[config.mk]
export PLATFORM = sky130hd
export DESIGN_NAME = dcache_top
export DESIGN_NICKNAME = d
export VERILOG_FILES = /design/src/hdl/dcache_pkg.sv /design/src/hdl/dcache_top.sv /design/src/hdl/dcache_ctrl.sv /design/src/hdl/dcache_merge.sv /design/src/hdl/dcache_way.sv
export SDC_FILE = /design/constraint.sdc
export NUM_CORES = 2
export LEC_CHECK = 0
export BUFFER_PORTS_ARGS = -buffer_cell sky130_fd_sc_hd__clkbuf_2
export CAP_MARGIN = 10
export CORE_ASPECT_RATIO = 0.7
export CORE_MARGIN = 2
export CORE_UTILIZATION = 40
export CTS_CLUSTER_DIAMETER = 40
export CTS_CLUSTER_SIZE = 12
export DETAILED_ROUTE_END_ITERATION = 8
export GPL_TIMING_DRIVEN = 1
export SETUP_SLACK_MARGIN = 0.02
export SYNTH_ARGS = -nofsm -noshare
export SYNTH_HDL_FRONTEND = slang
export SYNTH_MEMORY_MAX_BITS = 65536
export SYNTH_SLANG_ARGS = --single-unit
[constraint.sdc]
create_clock -name clk -period 12.3 [get_ports clk]
set_clock_uncertainty 0.2 [all_clocks]
set_input_delay 0 -clock clk [delete_from_list [all_inputs] [get_ports clk]]
set_output_delay 0 -clock clk [all_outputs]
set_load 0.02 [all_outputs]
[src/hdl/dcache_pkg.sv]
// --------------------
// dcache shared definitions
// geometry, field widths, controller states
// and the structs passed between blocks
// --------------------

package dcache_pkg;

    // cache geometry
    localparam int ADDR_W         = 32;
    localparam int WORD_W         = 32;
    localparam int WORDS_PER_LINE = 4;
    localparam int LINE_W         = WORD_W * WORDS_PER_LINE;
    localparam int OFFSET_W       = 4;   // byte offset in a line
    localparam int INDEX_W        = 4;
    localparam int SETS           = 1 << INDEX_W;
    localparam int TAG_W          = ADDR_W - INDEX_W - OFFSET_W;
    localparam int NUM_WAYS       = 2;
    localparam int BE_W           = WORD_W / 8;

    typedef logic [ADDR_W-1:0]   addr_t;
    typedef logic [WORD_W-1:0]   word_t;
    typedef logic [LINE_W-1:0]   line_t;
    typedef logic [TAG_W-1:0]    tag_t;
    typedef logic [INDEX_W-1:0]  index_t;
    typedef logic [BE_W-1:0]     be_t;
    typedef logic [NUM_WAYS-1:0] way_sel_t;  // one-hot

    typedef enum logic [1:0] {
        IDLE,
        LOOKUP,
        WRITEBACK,
        REFILL
    } main_state_t;

    // cpu request, held until ack
    typedef struct packed {
        addr_t addr;
        logic  we;
        be_t   be;
        word_t wdata;
    } cpu_req_t;

    // broadcast from the controller to every way
    typedef struct packed {
        index_t index;
        tag_t   tag;
        logic   wr_line;    // install a new line, tag included
        logic   set_valid;
        logic   dirty_val;
    } way_ctrl_t;

    // read result of one way
    typedef struct packed {
        logic  hit;
        logic  valid;
        logic  dirty;
        tag_t  tag;
        line_t line;
    } way_rd_t;

endpackage
[src/hdl/dcache_top.sv]
// --------------------
// dcache top level
// two-way write-back data cache between a cpu port
// and a line-wide memory port
// --------------------

`timescale 1ns/10ps

module dcache_top (
    input  logic                 clk,
    input  logic                 rst_n,
    // cpu side
    input  logic                 cpu_valid_i,
    input  dcache_pkg::cpu_req_t cpu_req_i,
    output logic                 cpu_ack_o,
    output dcache_pkg::word_t    cpu_rdata_o,
    // memory side
    output logic                 mem_req_o,
    output logic                 mem_we_o,
    output dcache_pkg::addr_t    mem_addr_o,
    output dcache_pkg::line_t    mem_wdata_o,
    input  logic                 mem_ack_i,
    input  dcache_pkg::line_t    mem_rdata_i
);

    dcache_pkg::cpu_req_t  req;
    dcache_pkg::way_ctrl_t way_ctrl;
    dcache_pkg::way_sel_t  way_we;
    dcache_pkg::way_sel_t  victim;
    dcache_pkg::way_sel_t  hit;
    dcache_pkg::line_t     way_wdata;
    dcache_pkg::line_t     store_line;
    dcache_pkg::tag_t      victim_tag;
    dcache_pkg::line_t     victim_line;
    logic                  victim_dirty;
    dcache_pkg::way_rd_t   way_rd [dcache_pkg::NUM_WAYS];

    dcache_ctrl u_ctrl (
        .clk            (clk),
        .rst_n          (rst_n),
        .cpu_valid_i    (cpu_valid_i),
        .cpu_req_i      (cpu_req_i),
        .cpu_ack_o      (cpu_ack_o),
        .req_o          (req),
        .way_ctrl_o     (way_ctrl),
        .way_we_o       (way_we),
        .victim_o       (victim),
        .way_wdata_o    (way_wdata),
        .hit_i          (hit),
        .victim_dirty_i (victim_dirty),
        .victim_tag_i   (victim_tag),
        .victim_line_i  (victim_line),
        .store_line_i   (store_line),
        .mem_req_o      (mem_req_o),
        .mem_we_o       (mem_we_o),
        .mem_addr_o     (mem_addr_o),
        .mem_wdata_o    (mem_wdata_o),
        .mem_ack_i      (mem_ack_i),
        .mem_rdata_i    (mem_rdata_i)
    );

    // --------------------
    // ways
    for (genvar w = 0; w < dcache_pkg::NUM_WAYS; w++) begin : g_way
        dcache_way u_way (
            .clk     (clk),
            .rst_n   (rst_n),
            .ctrl_i  (way_ctrl),
            .we_i    (way_we[w]),
            .wdata_i (way_wdata),
            .rd_o    (way_rd[w])
        );
    end

    dcache_merge u_merge (
        .ways_i         (way_rd),
        .req_i          (req),
        .victim_i       (victim),
        .hit_o          (hit),
        .victim_dirty_o (victim_dirty),
        .victim_tag_o   (victim_tag),
        .victim_line_o  (victim_line),
        .rdata_o        (cpu_rdata_o),
        .store_line_o   (store_line)
    );

endmodule

[src/hdl/dcache_ctrl.sv]
// --------------------
// dcache controller
// request register, main FSM, per-set LRU bits,
// way write strobes and the memory handshake
// --------------------

`timescale 1ns/10ps

module dcache_ctrl (
    input  logic                  clk,
    input  logic                  rst_n,
    // cpu side
    input  logic                  cpu_valid_i,
    input  dcache_pkg::cpu_req_t  cpu_req_i,
    output logic                  cpu_ack_o,
    // to ways and merge
    output dcache_pkg::cpu_req_t  req_o,
    output dcache_pkg::way_ctrl_t way_ctrl_o,
    output dcache_pkg::way_sel_t  way_we_o,
    output dcache_pkg::way_sel_t  victim_o,
    output dcache_pkg::line_t     way_wdata_o,
    // from merge
    input  dcache_pkg::way_sel_t  hit_i,
    input  logic                  victim_dirty_i,
    input  dcache_pkg::tag_t      victim_tag_i,
    input  dcache_pkg::line_t     victim_line_i,
    input  dcache_pkg::line_t     store_line_i,
    // memory side
    output logic                  mem_req_o,
    output logic                  mem_we_o,
    output dcache_pkg::addr_t     mem_addr_o,
    output dcache_pkg::line_t     mem_wdata_o,
    input  logic                  mem_ack_i,
    input  dcache_pkg::line_t     mem_rdata_i
);

    dcache_pkg::main_state_t state_q;
    dcache_pkg::main_state_t state_d;
    dcache_pkg::cpu_req_t    req_q;
    dcache_pkg::index_t      req_index;
    dcache_pkg::tag_t        req_tag;
    logic [dcache_pkg::SETS-1:0] lru_q;    // 1: way 1 is least recently used
    logic                    any_hit;

    assign req_index = req_q.addr[dcache_pkg::OFFSET_W +: dcache_pkg::INDEX_W];
    assign req_tag   = req_q.addr[dcache_pkg::ADDR_W-1 -: dcache_pkg::TAG_W];
    assign any_hit   = |hit_i;
    assign req_o     = req_q;

    // --------------------
    // main FSM
    always_comb begin
        state_d = state_q;
        case (state_q)
            dcache_pkg::IDLE: begin
                if (cpu_valid_i) begin
                    state_d = dcache_pkg::LOOKUP;
                end
            end
            dcache_pkg::LOOKUP: begin
                if (any_hit) begin
                    state_d = dcache_pkg::IDLE;
                end else if (victim_dirty_i) begin
                    state_d = dcache_pkg::WRITEBACK;
                end else begin
                    state_d = dcache_pkg::REFILL;
                end
            end
            dcache_pkg::WRITEBACK: begin
                if (mem_ack_i) begin
                    state_d = dcache_pkg::REFILL;
                end
            end
            dcache_pkg::REFILL: begin
                if (mem_ack_i) begin
                    state_d = dcache_pkg::LOOKUP;    // replay, hits this time
                end
            end
            default: begin
                state_d = dcache_pkg::IDLE;
            end
        endcase
    end

    always_ff @(posedge clk or negedge rst_n) begin
        if (!rst_n) begin
            state_q <= dcache_pkg::IDLE;
        end else begin
            state_q <= state_d;
        end
    end

    // request captured on acceptance, held through the miss
    always_ff @(posedge clk) begin
        if (state_q == dcache_pkg::IDLE && cpu_valid_i) begin
            req_q <= cpu_req_i;
        end
    end

    // --------------------
    // LRU
    always_ff @(posedge clk or negedge rst_n) begin
        if (!rst_n) begin
            lru_q <= '0;
        end else if (state_q == dcache_pkg::LOOKUP && any_hit) begin
            lru_q[req_index] <= hit_i[0];       // point away from the hit way
        end else if (state_q == dcache_pkg::REFILL && mem_ack_i) begin
            lru_q[req_index] <= victim_o[0];    // point away from the refilled way
        end
    end

    assign victim_o = {lru_q[req_index], ~lru_q[req_index]};

    // --------------------
    // way controls
    always_comb begin
        if (state_q == dcache_pkg::IDLE) begin
            way_ctrl_o.index = cpu_req_i.addr[dcache_pkg::OFFSET_W +: dcache_pkg::INDEX_W];
        end else begin
            way_ctrl_o.index = req_index;
        end
        way_ctrl_o.tag       = req_tag;
        way_ctrl_o.wr_line   = (state_q == dcache_pkg::REFILL);
        way_ctrl_o.set_valid = (state_q == dcache_pkg::REFILL);
        way_ctrl_o.dirty_val = (state_q == dcache_pkg::LOOKUP);  // store marks the line dirty
    end

    always_comb begin
        way_we_o = '0;
        if (state_q == dcache_pkg::LOOKUP && req_q.we) begin
            way_we_o = hit_i;
        end else if (state_q == dcache_pkg::REFILL && mem_ack_i) begin
            way_we_o = victim_o;
        end
    end

    assign way_wdata_o = (state_q == dcache_pkg::REFILL) ? mem_rdata_i : store_line_i;

    assign cpu_ack_o = (state_q == dcache_pkg::LOOKUP) && any_hit;

    // --------------------
    // memory port
    assign mem_req_o   = (state_q == dcache_pkg::WRITEBACK) || (state_q == dcache_pkg::REFILL);
    assign mem_we_o    = (state_q == dcache_pkg::WRITEBACK);
    assign mem_wdata_o = victim_line_i;

    always_comb begin
        if (state_q == dcache_pkg::WRITEBACK) begin
            // victim goes back to its own address
            mem_addr_o = {victim_tag_i, req_index, {dcache_pkg::OFFSET_W{1'b0}}};
        end else begin
            mem_addr_o = {req_tag, req_index, {dcache_pkg::OFFSET_W{1'b0}}};
        end
    end

endmodule

[src/hdl/dcache_merge.sv]
// --------------------
// dcache way merge
// hit vector, victim fields, read word select
// and byte merge of a store into the hit line
// --------------------

`timescale 1ns/10ps

module dcache_merge (
    input  dcache_pkg::way_rd_t  ways_i [dcache_pkg::NUM_WAYS],
    input  dcache_pkg::cpu_req_t req_i,
    input  dcache_pkg::way_sel_t victim_i,
    output dcache_pkg::way_sel_t hit_o,
    output logic                 victim_dirty_o,
    output dcache_pkg::tag_t     victim_tag_o,
    output dcache_pkg::line_t    victim_line_o,
    output dcache_pkg::word_t    rdata_o,
    output dcache_pkg::line_t    store_line_o
);

    dcache_pkg::line_t hit_line;
    logic [dcache_pkg::OFFSET_W-3:0] word_sel;   // word bits of the offset

    assign word_sel = req_i.addr[dcache_pkg::OFFSET_W-1:2];

    // --------------------
    // way selection
    always_comb begin
        hit_o          = '0;
        hit_line       = '0;
        victim_dirty_o = 1'b0;
        victim_tag_o   = '0;
        victim_line_o  = '0;
        for (int w = 0; w < dcache_pkg::NUM_WAYS; w++) begin
            hit_o[w] = ways_i[w].hit;
            // and-or mux over one-hot selects
            if (ways_i[w].hit) begin
                hit_line = hit_line | ways_i[w].line;
            end
            if (victim_i[w]) begin
                victim_dirty_o = victim_dirty_o | (ways_i[w].valid & ways_i[w].dirty);
                victim_tag_o   = victim_tag_o | ways_i[w].tag;
                victim_line_o  = victim_line_o | ways_i[w].line;
            end
        end
    end

    // read word out of the hit line
    assign rdata_o = hit_line[word_sel*dcache_pkg::WORD_W +: dcache_pkg::WORD_W];

    // --------------------
    // store merge
    always_comb begin
        store_line_o = hit_line;
        for (int i = 0; i < dcache_pkg::WORDS_PER_LINE; i++) begin
            if (word_sel == i) begin
                for (int b = 0; b < dcache_pkg::BE_W; b++) begin
                    if (req_i.be[b]) begin
                        store_line_o[i*dcache_pkg::WORD_W + b*8 +: 8] = req_i.wdata[b*8 +: 8];
                    end
                end
            end
        end
    end

endmodule

[src/hdl/dcache_way.sv]
// --------------------
// dcache way
// tag, line, valid and dirty storage of one way,
// registered index read and hit compare
// --------------------

`timescale 1ns/10ps

module dcache_way (
    input  logic                  clk,
    input  logic                  rst_n,
    input  dcache_pkg::way_ctrl_t ctrl_i,
    input  logic                  we_i,
    input  dcache_pkg::line_t     wdata_i,
    output dcache_pkg::way_rd_t   rd_o
);

    dcache_pkg::tag_t            tag_mem  [dcache_pkg::SETS];
    dcache_pkg::line_t           line_mem [dcache_pkg::SETS];
    logic [dcache_pkg::SETS-1:0] valid_q;
    logic [dcache_pkg::SETS-1:0] dirty_q;
    dcache_pkg::index_t          idx_q;

    // --------------------
    // status bits and read index
    always_ff @(posedge clk or negedge rst_n) begin
        if (!rst_n) begin
            valid_q <= '0;
            dirty_q <= '0;
            idx_q   <= '0;
        end else begin
            idx_q <= ctrl_i.index;
            if (we_i) begin
                dirty_q[ctrl_i.index] <= ctrl_i.dirty_val;
                if (ctrl_i.set_valid) begin
                    valid_q[ctrl_i.index] <= 1'b1;
                end
            end
        end
    end

    // --------------------
    // arrays
    always_ff @(posedge clk) begin
        if (we_i) begin
            line_mem[ctrl_i.index] <= wdata_i;
            if (ctrl_i.wr_line) begin
                tag_mem[ctrl_i.index] <= ctrl_i.tag;  // new line installed
            end
        end
    end

    // read through the registered index
    always_comb begin
        rd_o.valid = valid_q[idx_q];
        rd_o.dirty = dirty_q[idx_q];
        rd_o.tag   = tag_mem[idx_q];
        rd_o.line  = line_mem[idx_q];
        rd_o.hit   = valid_q[idx_q] && (tag_mem[idx_q] == ctrl_i.tag);
    end

endmodule

* Yosys cells after proc, flatten, opt, wreduce, memory -nomap -nowiden
Memory sizes are Yosys's and may differ from the RTL's. Cells that the tools add are included.
Word-level totals: output and inout bits 195, memories 4, register bits 155, bits of input ports 201, RAM bits 4864, logic and storage cells 125
Memory list:
- g_way[0].u_way.line_mem | depth 16, bits a word 128, read ports 1, clocked after memory_dff 0, write ports 1, RTL line dcache_way.sv:19 | dcache_pkg::line_t line_mem [dcache_pkg::SETS];
- g_way[1].u_way.line_mem | depth 16, bits a word 128, read ports 1, clocked after memory_dff 0, write ports 1, RTL line dcache_way.sv:19
- g_way[0].u_way.tag_mem | depth 16, bits a word 24, read ports 1, clocked after memory_dff 0, write ports 1, RTL line dcache_way.sv:18 | dcache_pkg::tag_t tag_mem [dcache_pkg::SETS];
- g_way[1].u_way.tag_mem | depth 16, bits a word 24, read ports 1, clocked after memory_dff 0, write ports 1, RTL line dcache_way.sv:18
Cells by class: order comparisons 5, eq/ne operators 11, multiplexer cells 68, bitwise logic cells 9, reduce and logical (&&, ||, !) cells 16, shift-type cells 1
Operators by type and width (number):
- $mux W128 | 5
- $or A128 B128 Y128 | 2
- $mux W32 | 5
- $mux W8 | 16
- $shiftx A128 B8 Y32 | 1
- $bwmux W16 | 4
- $eq A24 B24 Y1 | 2
- $mux W24 | 2
- $mux W16 | 2
- $or A16 B16 Y16 | 2
- $or A24 B24 Y24 | 1
- $bmux W1 S4 | 5
- $mux W1 | 19
- $lt A4 B5 Y1 const B | 3
- $mux W2 | 6
- $demux W1 S4 | 2
- $eq A2 B2 Y1 const B | 4
- $ge A4 B1 Y1 const B | 2
- $logic_and A1 B1 Y1 | 8
- $pmux W2 S4 | 1
- $eq A2 B1 Y1 const B | 2
- $logic_not A2 Y1 | 2
- $mux W4 | 1
- $ne A2 B2 Y1 const B | 2
- 9 further kinds | 11

* Depth between registers and ports, before layout
depth after elaboration 9, mapped depth 19, mapped depth without buffers 10

* Modules after synthesis
Synthesis repeated with hierarchy kept, for this count alone.
Second synthesis, totals: cells, all modules 8843, area, all modules 199188.5 um^2
Modules (own cells, without submodules):
- dcache_way at g_way[1].u_way | cells an instance 3872, instances 1, area each 94122.8 um^2
- dcache_way at g_way[0].u_way | cells an instance 3837, instances 1, area each 93776.2 um^2
- dcache_ctrl | cells an instance 519, instances 1, area each 6283.5 um^2
- dcache_merge | cells an instance 615, instances 1, area each 5006.1 um^2

* Worst setup path before layout
No wires, ideal clock.
path kind register to register, from register g_way[1].u_way.idx_q[2], to register g_way[1].u_way.dirty_q[0] (netlist bit), stages on the path, launching flop included 15, arrival time 8.418 ns, path slack 3.591 ns, required time 12.009 ns, buffers on the path 4, cells stage by stage dfrtp_1 -> buf_2 -> buf_2 -> clkbuf_1 -> mux4_2 -> mux2i_1 -> xor2_1 -> o32ai_1 -> a2111oi_0 -> and4_1 -> nand3_2 -> mux2_2 -> buf_6 -> nor3_2 -> mux2_1
Between the ends: longest elaborated chain between the ends 4
Ends and longest elaborated chain:
- from (decl) | RTL line dcache_way.sv:22 | dcache_pkg::index_t idx_q;
- from (signal assigned) | RTL line dcache_way.sv:32 | idx_q <= ctrl_i.index;
- $mem_v2 Z16 W24 or $bmux W1 S4 (tied branches)
- $eq A24 B24 Y1 or $mux W1 (tied branches) | RTL line dcache_way.sv:59 | rd_o.hit = valid_q[idx_q] && (tag_mem[idx_q] == ctrl_i.tag);
- $logic_and A1 B1 Y1 * | RTL line dcache_way.sv:59
- $mux W2 * | RTL line dcache_ctrl.sv:130 | if (state_q == dcache_pkg::LOOKUP && req_q.we) begin
- to (signal, indexed assignment) | RTL line dcache_way.sv:34 | dirty_q[ctrl_i.index] <= ctrl_i.dirty_val;
- to (decl) | RTL line dcache_way.sv:21 | logic [dcache_pkg::SETS-1:0] dirty_q;
Every way passes the cells marked *; elsewhere a longest branch is shown, timed or not. The select of a mux whose other input is x is not followed. A chain may end at the register's enable or synchronous reset.

* Worst setup path after layout
from register g_way[1].u_way.idx_q[0], to output cpu_rdata_o[8]
Between the ends: longest elaborated chain between the ends 7
Ends and longest elaborated chain:
- $mem_v2 Z16 W24 or $bmux W1 S4 (tied branches)
- $eq A24 B24 Y1 or $mux W1 (tied branches)
- $logic_and A1 B1 Y1
- $mux W128
- $or A128 B128 Y128 | RTL line dcache_merge.sv:38 | hit_line = hit_line | ways_i[w].line;
- $mux W128 * | RTL line dcache_merge.sv:37 | if (ways_i[w].hit) begin
- $shiftx A128 B8 Y32 * | RTL line dcache_merge.sv:49 | assign rdata_o = hit_line[word_sel*dcache_pkg::WORD_W +: dcache_pkg::WORD_W];
- to (decl) | RTL line dcache_top.sv:16 | output dcache_pkg::word_t cpu_rdata_o,
Marked as above.

==> key figures <==
Clock tree
  • H-tree Lvls: 6
  • Clk pin slew, worst setup/hold paths: 0.06 ns
  • Clock sinks: 5017
  • CTS tree: built
  • Root Buffer: clkbuf_16
  • CTS Buf Count: 551
  • Clk_lat worst skew: 1.08 ns
  • Clock buffer depth: 4
  • Setup Fix Bufs, Post-CTS: 0

Place
  • Hpwl dp: 331000 um
  • I/O Buffers: 389
  • RePlAce Congestion: 0.925
  • Placed Area: 210000 sq um
  • Worst Setup Slack post-DPL: 3.89 ns

Synth
  • Synth Register Bits: 5017
  • Post-synth top area share: 74.4%
  • Main synth FF type: edfxtp_1
  • Post-Syn Instances: 9056
  • Post-Syn Area per Cell: 22.0 sq um
  • Syn Std Cell Area: 199000 sq um
  • Synth warn: 0
  • Synth area leaders: edfxtp_1, mux4_2, dfrtp_1
  • Seq/Total Area, Yosys: 75.5%
  • Yosys cell types: 89
  • EDFF count, synth: 4931
  • Yosys top cell by area: edfxtp_1
  • Ys async rst share: 1.71%

Critical path
  • Reg2Reg Setup Slack: 3.78 ns
  • CP Max Fanout: 102
  • CP endpoint kind: primary output
  • CP max-delay cell: buf_4
  • Crit Path Class: flop to primary output
  • Worst EP arrival: 8.83 ns
  • CP bufs+invs: 7
  • Critical R2R Launch: g_way[1].u_way.idx_q[2]
  • CP top delay family: buffers and inverters
  • Cell chain of the critical path: buf_12 -> buf_4 -> buf_4 -> buf_4 -> buf_12 -> buf_4 -> mux4_2 -> mux4_2 -> mux4_2 -> a22o_1 -> clkbuf_2
  • CP max stage delay: 0.85 ns
  • Crit start category: flop
  • Worst reg2reg path depth: 13
  • FF-to-FF End: g_way[0].u_way.line_mem[11][17]
  • Req. time, crit path: 12.10 ns
  • Most used cell, CP: buf_4

Timing
  • Final period util: 73.4%
  • Setup_tns: 0 ns
  • Min Tclk post-route: 9.03 ns
  • FMAX: 111 MHz
  • RSZ-0062 raised after global routing: no
  • Slew HR: 13.9%
  • Max-slew violations: 0
  • Final setup fails: 0
  • Slew @ Worst Pin: 1.28 ns
  • Final WS setup: 3.27 ns
  • Final hold vios: 0
  • Worst hold slack: 0.0386 ns

Global routing
  • GRT overflow: 0
  • Largest net degree at the start of global routing: 120
  • Number of global-route vias before repair: 104k
  • Initial antenna violation count: 23
  • First-pass GRT wire length: 840000 um
  • GRT Overall Usage: 23.8%

Floorplan
  • Area of the core: 495000 sq um
  • Die ar.: 503000 sq um
  • Die height: 594 um
  • Ports: 396
  • Starting Density: 40.2%
  • Die W: 847 um
  • Cell Rows: 216

Route
  • Vias per cell: 6.16
  • Via Count: 105k
  • Antenna viol nets, final: 0
  • Routed length per placed instance: 35.8 um
  • 1st-pass router iterations: 7
  • Final wirelength: 613000 um
  • DRC Markers: 0
  • Detailed Route Iter0 Violations: 15.6k

Power
  • Total Power: 0.0495 W
  • VDD IR-drop max: 0.000169 V
  • PwrDens: 214 nW/um^2
  • Leak Pwr: 74.3 nW

Final layout
  • Proportion of layout cells with a drive suffix above 1: 30.8%
  • Storage cell area: 150000 sq um
  • Filler Cell Count: 40.0k
  • Finished Cell Area: 231000 sq um
  • Area Growth Syn to Fin: 16.3%
  • Multi-input logic area: 46300 sq um
  • Nets: 10.4k

Run
  • Max Cap Violations: 0

Min path
  • Hold Path Class: input pin to async pin

Outcome
  • Outcome: completed
## cells by family after synthesis
group                    synth area share (%)
buffers and inverters                    1.61
XOR/XNOR                                0.207
adder cells (fa/ha/maj)                0.0252
AND/OR/NAND/NOR                          1.69
AO/OA/AOI/OAI                            2.72
other                                 0.00188
flip-flops                               75.5
multiplexers                             18.2
## worst max path at each step
stage / from / to / cells past startpoint
floorplan: g_way[1].u_way.idx_q[2] / g_way[1].u_way.dirty_q[0] / 14
global placement: g_way[1].u_way.idx_q[2] / g_way[0].u_way.line_mem[10][126] / 13
detailed placement: g_way[1].u_way.idx_q[2] / g_way[0].u_way.line_mem[11][54] / 13
CTS: g_way[1].u_way.idx_q[0] / cpu_rdata_o[25] / 12
global route: g_way[1].u_way.idx_q[0] / cpu_rdata_o[8] / 11
finish: g_way[1].u_way.idx_q[0] / cpu_rdata_o[8] / 11
## stage by stage
stage,cells,util (%)
finish,17100,46.8
global placement,15900,42.4
detailed placement,15900,42.4
floorplan,9059,-
CTS,17100,46.6
global route,17100,46.8
## layout make-up
type	count	area share (%)
Sequential cell	5017	64.9
Multi-Input combinational cell	3437	20.0
Clock buffer	648	6.24
Timing Repair Buffer	1087	3.90
Tap cell	6649	3.59
Clock inverter	213	1.17
Inverter	66	0.158
Antenna cell	13	0.0141
## layer usage
metal,share of wire [%],up-vias,track usage (%)
met5,0.028,-,0
li1,-,40500,-
met2,46,6505,36.3
met3,10,1256,4.92
met1,39,57200,33.5
met4,4.8,18,9.63
## layout by cell type, fill, tap and decap left out, types with 41 or more instances in the layout
cell type	n
buf_4	253
a211oi_1	76
nand2_1	300
clkbuf_1	83
clkinv_1	43
edfxtp_1	4931
mux2_2	152
mux2i_1	213
a21oi_2	47
buf_12	42
o21ai_0	58
clkbuf_2	388
dfrtp_1	82
mux4_2	1412
inv_1	48
a21oi_1	170
clkinv_2	47
a22oi_1	117
dlygate4sd3_1	360
o22ai_1	41
nor2_1	228
clkbuf_16	565
## worst reg2reg max path: stages (launching register included)
cell,delay (ns)
dfrtp_4,0.97
buf_12,0.57
nor2b_1,0.82
a22oi_1,0.24
and4b_1,0.25
nor4_1,0.47
nand4_1,0.15
or4_1,0.59
and4b_4,0.34
buf_4,0.65
a21o_1,0.71
nand3_1,0.39
inv_8,0.68
buf_4,1.01
## state kept, by name (all words and copies together), names as in the netlist
signal and flops:
g_way.u_way.idx_q 4, g_way.u_way.line_mem 4096, g_way.u_way.tag_mem 768, g_way.u_way.valid_q 32, u_ctrl.lru_q 16, g_way.u_way.dirty_q 32, u_ctrl.state_q 2, u_ctrl.req_o 67
## what timing repair did
action,in CTS,in global routing
resized for setup,0,0
hold buffers,337,24
setup endpoints to repair,0,0
hold endpoints to repair,3487,621
## synthesized netlist by cell type, types with 9 or more instances
| cell type | count |
|---|---|
| edfxtp_1 | 4931 |
| mux4_2 | 1413 |
| nand2_1 | 300 |
| nor2_1 | 264 |
| a21oi_1 | 225 |
| mux2i_1 | 213 |
| buf_2 | 191 |
| clkbuf_1 | 163 |
| mux2_2 | 152 |
| a22oi_1 | 117 |
| o21ai_0 | 92 |
| buf_4 | 87 |
| dfrtp_1 | 86 |
| a211oi_1 | 76 |
| inv_1 | 64 |
| buf_1 | 59 |
| o22ai_1 | 41 |
| xnor2_1 | 38 |
| a221oi_1 | 37 |
| o21bai_1 | 33 |
| mux2_1 | 32 |
| nor2b_1 | 31 |
| a31oi_1 | 29 |
| nand3_1 | 29 |
| buf_6 | 27 |
| a22o_1 | 24 |
| a21o_1 | 23 |
| nand2b_1 | 23 |
| o31ai_1 | 21 |
| and2_1 | 17 |
| nor3_1 | 17 |
| and3_1 | 16 |
| nor3_2 | 16 |
| o211ai_1 | 16 |
| o32a_1 | 15 |
| o2bb2ai_1 | 14 |
| mux4_1 | 9 |
| xor2_1 | 9 |
## where the power goes
group | internal, W | switching [W] | total, W
combinational | 0.00437 | 0.00831 | 0.0127
clock | 0.00916 | 0.00680 | 0.0160
sequential | 0.0207 | 0.000185 | 0.0209
Note: power is estimated with default switching activity, not from simulation.
